==> config.mk <==
export PLATFORM = sky130hd
export DESIGN_NAME = biquad_top
export DESIGN_NICKNAME = d
export VERILOG_FILES = /design/src/biquad_pkg.sv /design/src/biquad_coef_regs.sv /design/src/biquad_core.sv /design/src/biquad_top.sv /design/src/sample_egress.sv /design/src/sample_ingress.sv
export VERILOG_INCLUDE_DIRS = /design/src
export SDC_FILE = /design/constraint.sdc
export NUM_CORES = 1
export LEC_CHECK = 0
export ABC_CLOCK_PERIOD_IN_PS = 6720
export BUFFER_PORTS_ARGS = -buffer_cell sky130_fd_sc_hd__buf_2
export CAP_MARGIN = 20
export CELL_PAD_IN_SITES_DETAIL_PLACEMENT = 1
export CELL_PAD_IN_SITES_GLOBAL_PLACEMENT = 2
export CORE_UTILIZATION = 40
export DETAILED_ROUTE_END_ITERATION = 8
export MAX_ROUTING_LAYER = met4
export PLACE_DENSITY_LB_ADDON = 0.15
export SYNTH_ARGS = -nofsm -noshare
export SYNTH_HDL_FRONTEND = slang
export SYNTH_HIERARCHICAL = 1
export SYNTH_SLANG_ARGS = --single-unit
==> constraint.sdc <==
create_clock -name clk -period 6.72 [get_ports clk]
set_input_delay 1.008 -clock clk [delete_from_list [all_inputs] [get_ports clk]]
set_output_delay 1.008 -clock clk [all_outputs]
set_load 0.05 [all_outputs]
==> src/biquad_config.svh <==
`ifndef BIQUAD_CONFIG_SVH
`define BIQUAD_CONFIG_SVH

// sample width, signed integer samples
`define BIQUAD_DATA_W 8
// coefficient width seen by the filter
// top bits of each register word
`define BIQUAD_COEF_W 8
// headroom bits on the internal state
`define BIQUAD_GUARD_W 2

// register word and address widths
`define BIQUAD_BUS_W 16
`define BIQUAD_ADDR_W 3

// input buffer slots, also the upstream credits after reset
`define BIQUAD_IN_DEPTH 4
// result buffer slots, also the core credits after reset
`define BIQUAD_OUT_DEPTH 4
// credit counters must hold the largest depth
`define BIQUAD_CREDIT_W 3

`endif

==> src/biquad_pkg.sv <==
`include "biquad_config.svh"

package biquad_pkg;

	// widths that carry a meaning
	typedef logic signed [`BIQUAD_DATA_W-1:0] sample_t;
	typedef logic signed [`BIQUAD_COEF_W-1:0] coef_t;
	// state keeps guard bits above the sample range
	typedef logic signed [`BIQUAD_DATA_W+`BIQUAD_GUARD_W-1:0] state_t;
	// exact sum of five products
	typedef logic signed [`BIQUAD_DATA_W+`BIQUAD_GUARD_W+`BIQUAD_COEF_W+2:0] acc_t;
	typedef logic [`BIQUAD_BUS_W-1:0] bus_word_t;
	typedef logic [`BIQUAD_ADDR_W-1:0] bus_addr_t;
	typedef logic [`BIQUAD_CREDIT_W-1:0] credit_t;

	// register map
	typedef enum logic [`BIQUAD_ADDR_W-1:0] {
		A11 = 3'd0,
		A12 = 3'd1,
		B10 = 3'd2,
		B11 = 3'd3,
		B12 = 3'd4
	} coef_addr_e;

	typedef struct packed {
		coef_t a11;
		coef_t a12;
		coef_t b10;
		coef_t b11;
		coef_t b12;
	} coef_set_t;

	typedef struct packed {
		logic      stb;
		logic      we;
		bus_addr_t adr;
		bus_word_t wdat;
	} bus_req_t;

	typedef struct packed {
		logic    valid;
		sample_t data;
	} sample_beat_t;

endpackage

==> src/biquad_coef_regs.sv <==
`timescale 1ns/1ps
`include "biquad_config.svh"

module biquad_coef_regs (
	input  logic                  clk,
	input  logic                  nreset,
	input  biquad_pkg::bus_req_t  bus_i,
	output logic                  bus_ack_o,
	output biquad_pkg::bus_word_t bus_rdata_o,
	output biquad_pkg::coef_set_t coefs_o
);
	import biquad_pkg::*;

	localparam int N_COEF = 5;

	// full 16-bit words, readback returns all bits
	bus_word_t  coef_q [N_COEF];
	coef_addr_e sel;

	assign sel = coef_addr_e'(bus_i.adr);

	// zero-wait bus, ack with the strobe
	assign bus_ack_o = bus_i.stb;

	always_ff @(posedge clk or negedge nreset)
	begin
		if (!nreset)
		begin
			for (int i = 0; i < N_COEF; i++)
				coef_q[i] <= '0;
		end
		else if (bus_i.stb && bus_i.we)
		begin
			// addresses 5 to 7 fall through and are dropped
			case (sel)
				A11, A12, B10, B11, B12: coef_q[sel] <= bus_i.wdat;
				default: ;
			endcase
		end
	end

	// read mux, unmapped addresses give zero
	always_comb
	begin
		case (sel)
			A11, A12, B10, B11, B12: bus_rdata_o = coef_q[sel];
			default: bus_rdata_o = '0;
		endcase
	end

	// filter only sees the msbs of each word
	assign coefs_o.a11 = coef_q[A11][`BIQUAD_BUS_W-1 -: `BIQUAD_COEF_W];
	assign coefs_o.a12 = coef_q[A12][`BIQUAD_BUS_W-1 -: `BIQUAD_COEF_W];
	assign coefs_o.b10 = coef_q[B10][`BIQUAD_BUS_W-1 -: `BIQUAD_COEF_W];
	assign coefs_o.b11 = coef_q[B11][`BIQUAD_BUS_W-1 -: `BIQUAD_COEF_W];
	assign coefs_o.b12 = coef_q[B12][`BIQUAD_BUS_W-1 -: `BIQUAD_COEF_W];

endmodule

==> src/biquad_core.sv <==
`timescale 1ns/1ps
`include "biquad_config.svh"

module biquad_core (
	input  logic                     clk,
	input  logic                     nreset,
	input  biquad_pkg::coef_set_t    coefs_i,
	input  biquad_pkg::sample_beat_t head_i,
	output logic                     pop_o,
	input  logic                     free_credit_i,
	output biquad_pkg::sample_beat_t result_o
);
	import biquad_pkg::*;

	localparam int STATE_W = $bits(state_t);
	// coefficients are q1.(COEF_W-1) fractions
	localparam int FRAC_W = `BIQUAD_COEF_W - 1;
	localparam acc_t S_MAX = acc_t'((1 << (STATE_W - 1)) - 1);
	localparam acc_t S_MIN = acc_t'(-(1 << (STATE_W - 1)));
	localparam state_t Y_MAX = state_t'((1 << (`BIQUAD_DATA_W - 1)) - 1);
	localparam state_t Y_MIN = state_t'(-(1 << (`BIQUAD_DATA_W - 1)));

	credit_t res_credit_q;
	// valid flags down the pipe
	logic    v1_q;
	logic    v2_q;
	logic    res_v_q;
	// x[n], x[n-1], x[n-2]
	sample_t x0_q;
	sample_t xm1_q;
	sample_t xm2_q;
	// s[n-1], s[n-2]
	state_t  s1_q;
	state_t  s2_q;
	acc_t    p_b10;
	acc_t    p_b11;
	acc_t    p_b12;
	acc_t    p_a11;
	acc_t    p_a12;
	acc_t    ff_d;
	acc_t    ff_q;
	acc_t    acc_d;
	acc_t    acc_sh;
	state_t  s_d;
	sample_t y_d;
	sample_t y_q;

	// pop only with room reserved in the result buffer
	assign pop_o = head_i.valid && (res_credit_q != '0);

	always_comb
	begin
		// products widen to acc_t through the assignment
		p_b10 = coefs_i.b10 * x0_q;
		p_b11 = coefs_i.b11 * xm1_q;
		p_b12 = coefs_i.b12 * xm2_q;
		ff_d  = p_b10 + p_b11 + p_b12;
		// feedback uses the state the previous sample just wrote
		p_a11 = coefs_i.a11 * s1_q;
		p_a12 = coefs_i.a12 * s2_q;
		acc_d = ff_q + p_a11 + p_a12;
		// floor division by 2^FRAC_W
		acc_sh = acc_d >>> FRAC_W;
		if (acc_sh > S_MAX)
			s_d = state_t'(S_MAX);
		else if (acc_sh < S_MIN)
			s_d = state_t'(S_MIN);
		else
			s_d = state_t'(acc_sh);
		// second clamp down to sample range
		if (s_d > Y_MAX)
			y_d = sample_t'(Y_MAX);
		else if (s_d < Y_MIN)
			y_d = sample_t'(Y_MIN);
		else
			y_d = sample_t'(s_d);
	end

	always_ff @(posedge clk or negedge nreset)
	begin
		if (!nreset)
		begin
			res_credit_q <= credit_t'(`BIQUAD_OUT_DEPTH);
			v1_q    <= 1'b0;
			v2_q    <= 1'b0;
			res_v_q <= 1'b0;
			x0_q    <= '0;
			xm1_q   <= '0;
			xm2_q   <= '0;
			s1_q    <= '0;
			s2_q    <= '0;
		end
		else
		begin
			res_credit_q <= res_credit_q - credit_t'(pop_o) + credit_t'(free_credit_i);
			v1_q    <= pop_o;
			v2_q    <= v1_q;
			res_v_q <= v2_q;
			// shift input history on capture
			if (pop_o)
			begin
				x0_q  <= head_i.data;
				xm1_q <= x0_q;
				xm2_q <= xm1_q;
			end
			// state history moves once per finished sample
			if (v2_q)
			begin
				s1_q <= s_d;
				s2_q <= s1_q;
			end
		end
	end

	// datapath payload
	always_ff @(posedge clk)
	begin
		if (v1_q)
			ff_q <= ff_d;
		if (v2_q)
			y_q <= y_d;
	end

	assign result_o.valid = res_v_q;
	assign result_o.data  = y_q;

endmodule

==> src/biquad_top.sv <==
`timescale 1ns/1ps

module biquad_top (
	input  logic                     clk,
	input  logic                     nreset,
	input  biquad_pkg::bus_req_t     bus_i,
	output logic                     bus_ack_o,
	output biquad_pkg::bus_word_t    bus_rdata_o,
	input  biquad_pkg::sample_beat_t in_i,
	output logic                     in_credit_o,
	output biquad_pkg::sample_beat_t out_o,
	input  logic                     out_credit_i
);
	import biquad_pkg::*;

	coef_set_t    coefs;
	sample_beat_t head;
	logic         pop;
	sample_beat_t result;
	// one pulse per result slot drained downstream
	logic         free_credit;

	// coefficient registers on the bus
	biquad_coef_regs coef_regs_i (
		.clk         (clk),
		.nreset      (nreset),
		.bus_i       (bus_i),
		.bus_ack_o   (bus_ack_o),
		.bus_rdata_o (bus_rdata_o),
		.coefs_o     (coefs)
	);

	// input buffer, credits back to the sender
	sample_ingress ingress_i (
		.clk         (clk),
		.nreset      (nreset),
		.in_i        (in_i),
		.pop_i       (pop),
		.head_o      (head),
		.in_credit_o (in_credit_o)
	);

	// filter datapath, pops against result credits
	biquad_core core_i (
		.clk           (clk),
		.nreset        (nreset),
		.coefs_i       (coefs),
		.head_i        (head),
		.pop_o         (pop),
		.free_credit_i (free_credit),
		.result_o      (result)
	);

	// result buffer, sends against downstream credits
	sample_egress egress_i (
		.clk           (clk),
		.nreset        (nreset),
		.result_i      (result),
		.out_credit_i  (out_credit_i),
		.out_o         (out_o),
		.free_credit_o (free_credit)
	);

endmodule

==> src/sample_egress.sv <==
`timescale 1ns/1ps
`include "biquad_config.svh"

module sample_egress (
	input  logic                     clk,
	input  logic                     nreset,
	input  biquad_pkg::sample_beat_t result_i,
	input  logic                     out_credit_i,
	output biquad_pkg::sample_beat_t out_o,
	output logic                     free_credit_o
);
	import biquad_pkg::*;

	localparam int DEPTH = `BIQUAD_OUT_DEPTH;
	localparam int PTR_W = $clog2(DEPTH);

	sample_t          mem_q [DEPTH];
	logic [PTR_W-1:0] wr_ptr_q;
	logic [PTR_W-1:0] rd_ptr_q;
	credit_t          count_q;
	// downstream grants not yet used
	credit_t          dn_credit_q;
	logic             send;

	// send the head while a held credit remains
	// credit arriving this cycle counts from the next one
	assign send = (count_q != '0) && (dn_credit_q != '0);

	assign out_o.valid = send;
	assign out_o.data  = mem_q[rd_ptr_q];

	// slot leaves with the beat, give it back to the core
	assign free_credit_o = send;

	// core only writes against a reserved slot
	always_ff @(posedge clk)
	begin
		if (result_i.valid)
			mem_q[wr_ptr_q] <= result_i.data;
	end

	always_ff @(posedge clk or negedge nreset)
	begin
		if (!nreset)
		begin
			wr_ptr_q    <= '0;
			rd_ptr_q    <= '0;
			count_q     <= '0;
			dn_credit_q <= '0;
		end
		else
		begin
			if (result_i.valid)
				wr_ptr_q <= (wr_ptr_q == PTR_W'(DEPTH - 1)) ? '0 : wr_ptr_q + 1'b1;
			if (send)
				rd_ptr_q <= (rd_ptr_q == PTR_W'(DEPTH - 1)) ? '0 : rd_ptr_q + 1'b1;
			count_q <= count_q + credit_t'(result_i.valid) - credit_t'(send);
			// grant and spend may coincide
			dn_credit_q <= dn_credit_q + credit_t'(out_credit_i) - credit_t'(send);
		end
	end

endmodule

==> src/sample_ingress.sv <==
`timescale 1ns/1ps
`include "biquad_config.svh"

module sample_ingress (
	input  logic                     clk,
	input  logic                     nreset,
	input  biquad_pkg::sample_beat_t in_i,
	input  logic                     pop_i,
	output biquad_pkg::sample_beat_t head_o,
	output logic                     in_credit_o
);
	import biquad_pkg::*;

	localparam int DEPTH = `BIQUAD_IN_DEPTH;
	localparam int PTR_W = $clog2(DEPTH);

	sample_t          mem_q [DEPTH];
	logic [PTR_W-1:0] wr_ptr_q;
	logic [PTR_W-1:0] rd_ptr_q;
	credit_t          count_q;
	logic             pop;

	// sender owns the credits, so a write never lands on a full buffer
	assign head_o.valid = (count_q != '0);
	assign head_o.data  = mem_q[rd_ptr_q];

	// only a real pop frees a slot
	assign pop = pop_i && head_o.valid;
	// one credit back upstream per slot freed
	assign in_credit_o = pop;

	always_ff @(posedge clk)
	begin
		if (in_i.valid)
			mem_q[wr_ptr_q] <= in_i.data;
	end

	always_ff @(posedge clk or negedge nreset)
	begin
		if (!nreset)
		begin
			wr_ptr_q <= '0;
			rd_ptr_q <= '0;
			count_q  <= '0;
		end
		else
		begin
			if (in_i.valid)
				wr_ptr_q <= (wr_ptr_q == PTR_W'(DEPTH - 1)) ? '0 : wr_ptr_q + 1'b1;
			if (pop)
				rd_ptr_q <= (rd_ptr_q == PTR_W'(DEPTH - 1)) ? '0 : rd_ptr_q + 1'b1;
			// push and pop in one cycle leave the count alone
			count_q <= count_q + credit_t'(in_i.valid) - credit_t'(pop);
		end
	end

endmodule

==> impl_results.md <==
- Status: finished clean
- Worst Hold Class: flip-flop to flip-flop
- Fraction of layout cells with a size suffix above 1: 0.1537
- Clock latency on the worst-skew pair: 600 ps
- Synth Register Bits: 237
- DRC Markers: 0
- Number of global-route vias before repair: 18,410
- First DRT Iteration DRCs: 577
- Setup TNS: 0 ps
- Clock sinks: 237
- Final Cycle Share: 0.9653
- WP data arrival: 6820 ps
- Syn nets: 2,945
- Max-cap violations: 0
- Critical path launch point type: flip-flop
- Die height: 255.6 um
- Die Width: 255.6 um
- Clock skew: 31.49 ps
- Crit Path Max Fanout: 3
- Top-Level Pins: 60
- DRT Wirelength: 68,050 um
- Row cnt: 92
- Setup violators final: 0
- WS Path Type: flip-flop to flip-flop
- Total CTS buffers: 30
- Vias: 15,840
- Cell Area, Synth: 25,720 um2
- Worst rel slew slack: 0.2622
- Ys flop type: dfrtp_1
- Number of I/O port buffers: 59
- Wire length per cell: 21.04 um
- Placed wire-length estimate after detailed placement: 56,500 um
- Hold Vio Cnt, Final: 0
- Routed vias/inst: 4.896
- Final instance area: 28,180 um2
- Hold_buf cts: 0
- First-pass GRT wire length: 108,400 um
- Initial Utilization: 0.4063
- H-tree levels: 1
- Crit. End Element: flip-flop
- Critical Path RT: 7060 ps
- Fin crit period: 6487 ps
- Area growth from synthesis to layout: 9.557%
- Pwr dens: 267.1 nW/um2
- Slew Viols, Final: 0
- N_diodes: 0
- Gr usage total: 0.2232
- Post-synth EDFFs: 90
- CTS max path bufs: 3
- Peak Freq: 154.2 MHz
- Yosys cell types: 81
- Total Power: 7529 uW
- DR pass1 iterations: 7
- Most common cell after layout, fill and taps aside: inv_1
- RePlAce Congestion: 0.8371
- CTS tree: done
- Synthesized area per cell: 11.16 um2
- Placed inst area: 26,960 um2
- DIE AREA: 65,330 um2
- Synthesis Warnings: 6
- Overflow left after global routing: 0
- Initial antenna violation count: 3
- Yosys top cell area share: 0.3385
- DP Worst Slack: 4.547 ps
- Seq/Total Area, Yosys: 0.2481
- Asr flop ratio synth: 0.6203
- Synth top area cells: fa_1 (34%), dfrtp_1 (14%), edfxtp_1 (11%), ha_1 (8.4%), inv_1 (7.5%)
- Leak Pwr: 0.01285 uW
- ANT nets after route: 0
- Core area: 63,310 um2
- Post-Syn Instances: 2,305
- Largest net degree at the start of global routing: 86
- Leading cell types in the layout, fill and taps excluded: inv_1 (512), fa_1 (432), nand2_1 (212), and2_1 (188), ha_1 (171)
- Pin slew with the least headroom to its limit: 1107 ps
- Clock-pin transition on the worst setup and hold timing paths: 60 ps
- Final WS setup: 233.3 ps
- Peak supply drop: 353.2 uV
- Post-synth top area cell: fa_1
- Nets: 3,004
- Root Driver: clkbuf_16
[power by group]
part | switching (uW) | leakage, uW | internal, uW | total (uW)
Clock | 702 | 0.000500 | 1030 | 1730
Combinational | 2210 | 0.00970 | 1610 | 3820
Sequential | 231 | 0.00265 | 1750 | 1980
[worst max-delay path, cell delays in order, from the launching register on]
cell and delay [ps]:
dfrtp_1 380, and2_1 180, fa_1 520, fa_1 570, inv_1 70, fa_1 550, inv_1 60, fa_1 490
inv_1 50, fa_1 500, fa_1 500, inv_1 50, fa_1 430, ha_1 330, nor2b_1 160, o21ai_0 210
a21boi_0 180, o21ai_1 270, a211oi_2 140, o31ai_2 340, nand4b_1 160, nand4_1 70
[layer usage]
layer	vias to the layer above	wire [um]	GRT usage	part of all wire
li1	7165	-	-	-
met1	8451	29050	0.2742	0.43
met2	147	35980	0.3990	0.53
met3	72	1261	0.01684	0.019
met4	0	1750	0.05256	0.026
met5	-	0	-	0
[cells by family (layout without fill, tap and decap cells)]
| logic type | count (synthesis) | after routing | synth area share |
|---|---|---|---|
| XOR/XNOR | 47 | 47 | 0.01673 |
| AO/OA/AOI/OAI | 114 | 114 | 0.03594 |
| flip-flops | 237 | 237 | 0.2481 |
| multiplexers | 143 | 143 | 0.06960 |
| adder cells (fa/ha/maj) | 607 | 607 | 0.4222 |
| AND/OR/NAND/NOR | 537 | 537 | 0.1081 |
| buffers and inverters | 620 | 703 | 0.09932 |
[sequential cells by signal, summed over array words and instances (netlist names)]
name	count
egress_i/wr_ptr_q	2
core_i/s2_q	10
core_i/y_q	8
core_i/x0_q	8
core_i/res_credit_q	3
core_i/res_v_q	1
coef_regs_i/coef_q	40
core_i/xm1_q	8
egress_i/dn_credit_q	3
egress_i/mem_q	32
egress_i/count_q	3
egress_i/rd_ptr_q	2
core_i/v1_q	1
core_i/s1_q	10
ingress_i/mem_q	32
core_i/ff_q	18
core_i/v2_q	1
ingress_i/wr_ptr_q	2
ingress_i/count_q	3
coef_regs_i/coefs_o	40
core_i/xm2_q	8
ingress_i/rd_ptr_q	2
[per-stage QoR]
stage / hold WS, ps / instances / util
5_1_grt: 524.9 / 3234 / 0.4452
2_1_floorplan: 457.6 / 2305 / -
4_1_cts: 493.0 / 3224 / 0.4425
6_report: 501.0 / 3234 / 0.4452
3_5_place_dp: 478.6 / 3168 / 0.4258
3_3_place_gp: 468.8 / 3168 / 0.4258
[worst paths after layout]
kind | startpoint | end | slack, ps | cells after the start
worst max-delay path | core_i/x0_q[0] | core_i/ff_q[17] | 230 | 21
worst min-delay path | core_i/xm2_q[7] | core_i/xm2_q[7] | 500 | 2
worst max register to register | core_i/x0_q[0] | core_i/ff_q[17] | 230 | 21
worst min register to register | core_i/xm2_q[7] | core_i/xm2_q[7] | 500 | 2
max in group asynchronous | nreset | core_i/s2_q[9] | 4680 | 2
min in group asynchronous | nreset | core_i/s2_q[2] | 530 | 1
[Yosys cell counts, types with 4 or more instances]
library cell / instances
mux4_2: 17
dfrtp_1: 146
buf_2: 7
nor2_1: 51
xnor2_1: 36
buf_6: 4
mux2i_1: 15
a21oi_1: 14
edfxtp_1: 90
nor3_1: 8
o22a_1: 9
a221o_1: 15
buf_4: 46
a21boi_0: 8
nand2b_1: 17
nand4_1: 4
a211oi_1: 5
a21o_1: 11
clkbuf_1: 45
nand2_1: 213
and2_1: 190
nor2b_1: 19
o211ai_1: 4
inv_1: 512
fa_1: 435
ha_1: 172
o21ai_0: 18
xor2_1: 10
nand3_1: 4
or3_1: 6
mux2_2: 109
[area by class of cell]
| class | instances | area (um2) |
|---|---|---|
| inverter | 514 | 1932 |
| timing repair buffer | 133 | 889.6 |
| clock inverter | 20 | 279.0 |
| fill | 6933 | 35130 |
| sequential | 237 | 6401 |
| tap | 846 | 1059 |
| multi-input combinational | 1448 | 16850 |
| clock buffer | 36 | 773.2 |
[repair_timing]
action | in CTS | in global routing
resized for setup | 1 | 31
gates cloned | 0 | 0
endpoints found under the hold margin | 0 | 0
pin swaps | 1 | 6
buffers inserted | 0 | 9
endpoints found under the setup margin | 7 | 20
Note: power is estimated with default switching activity, not from simulation.
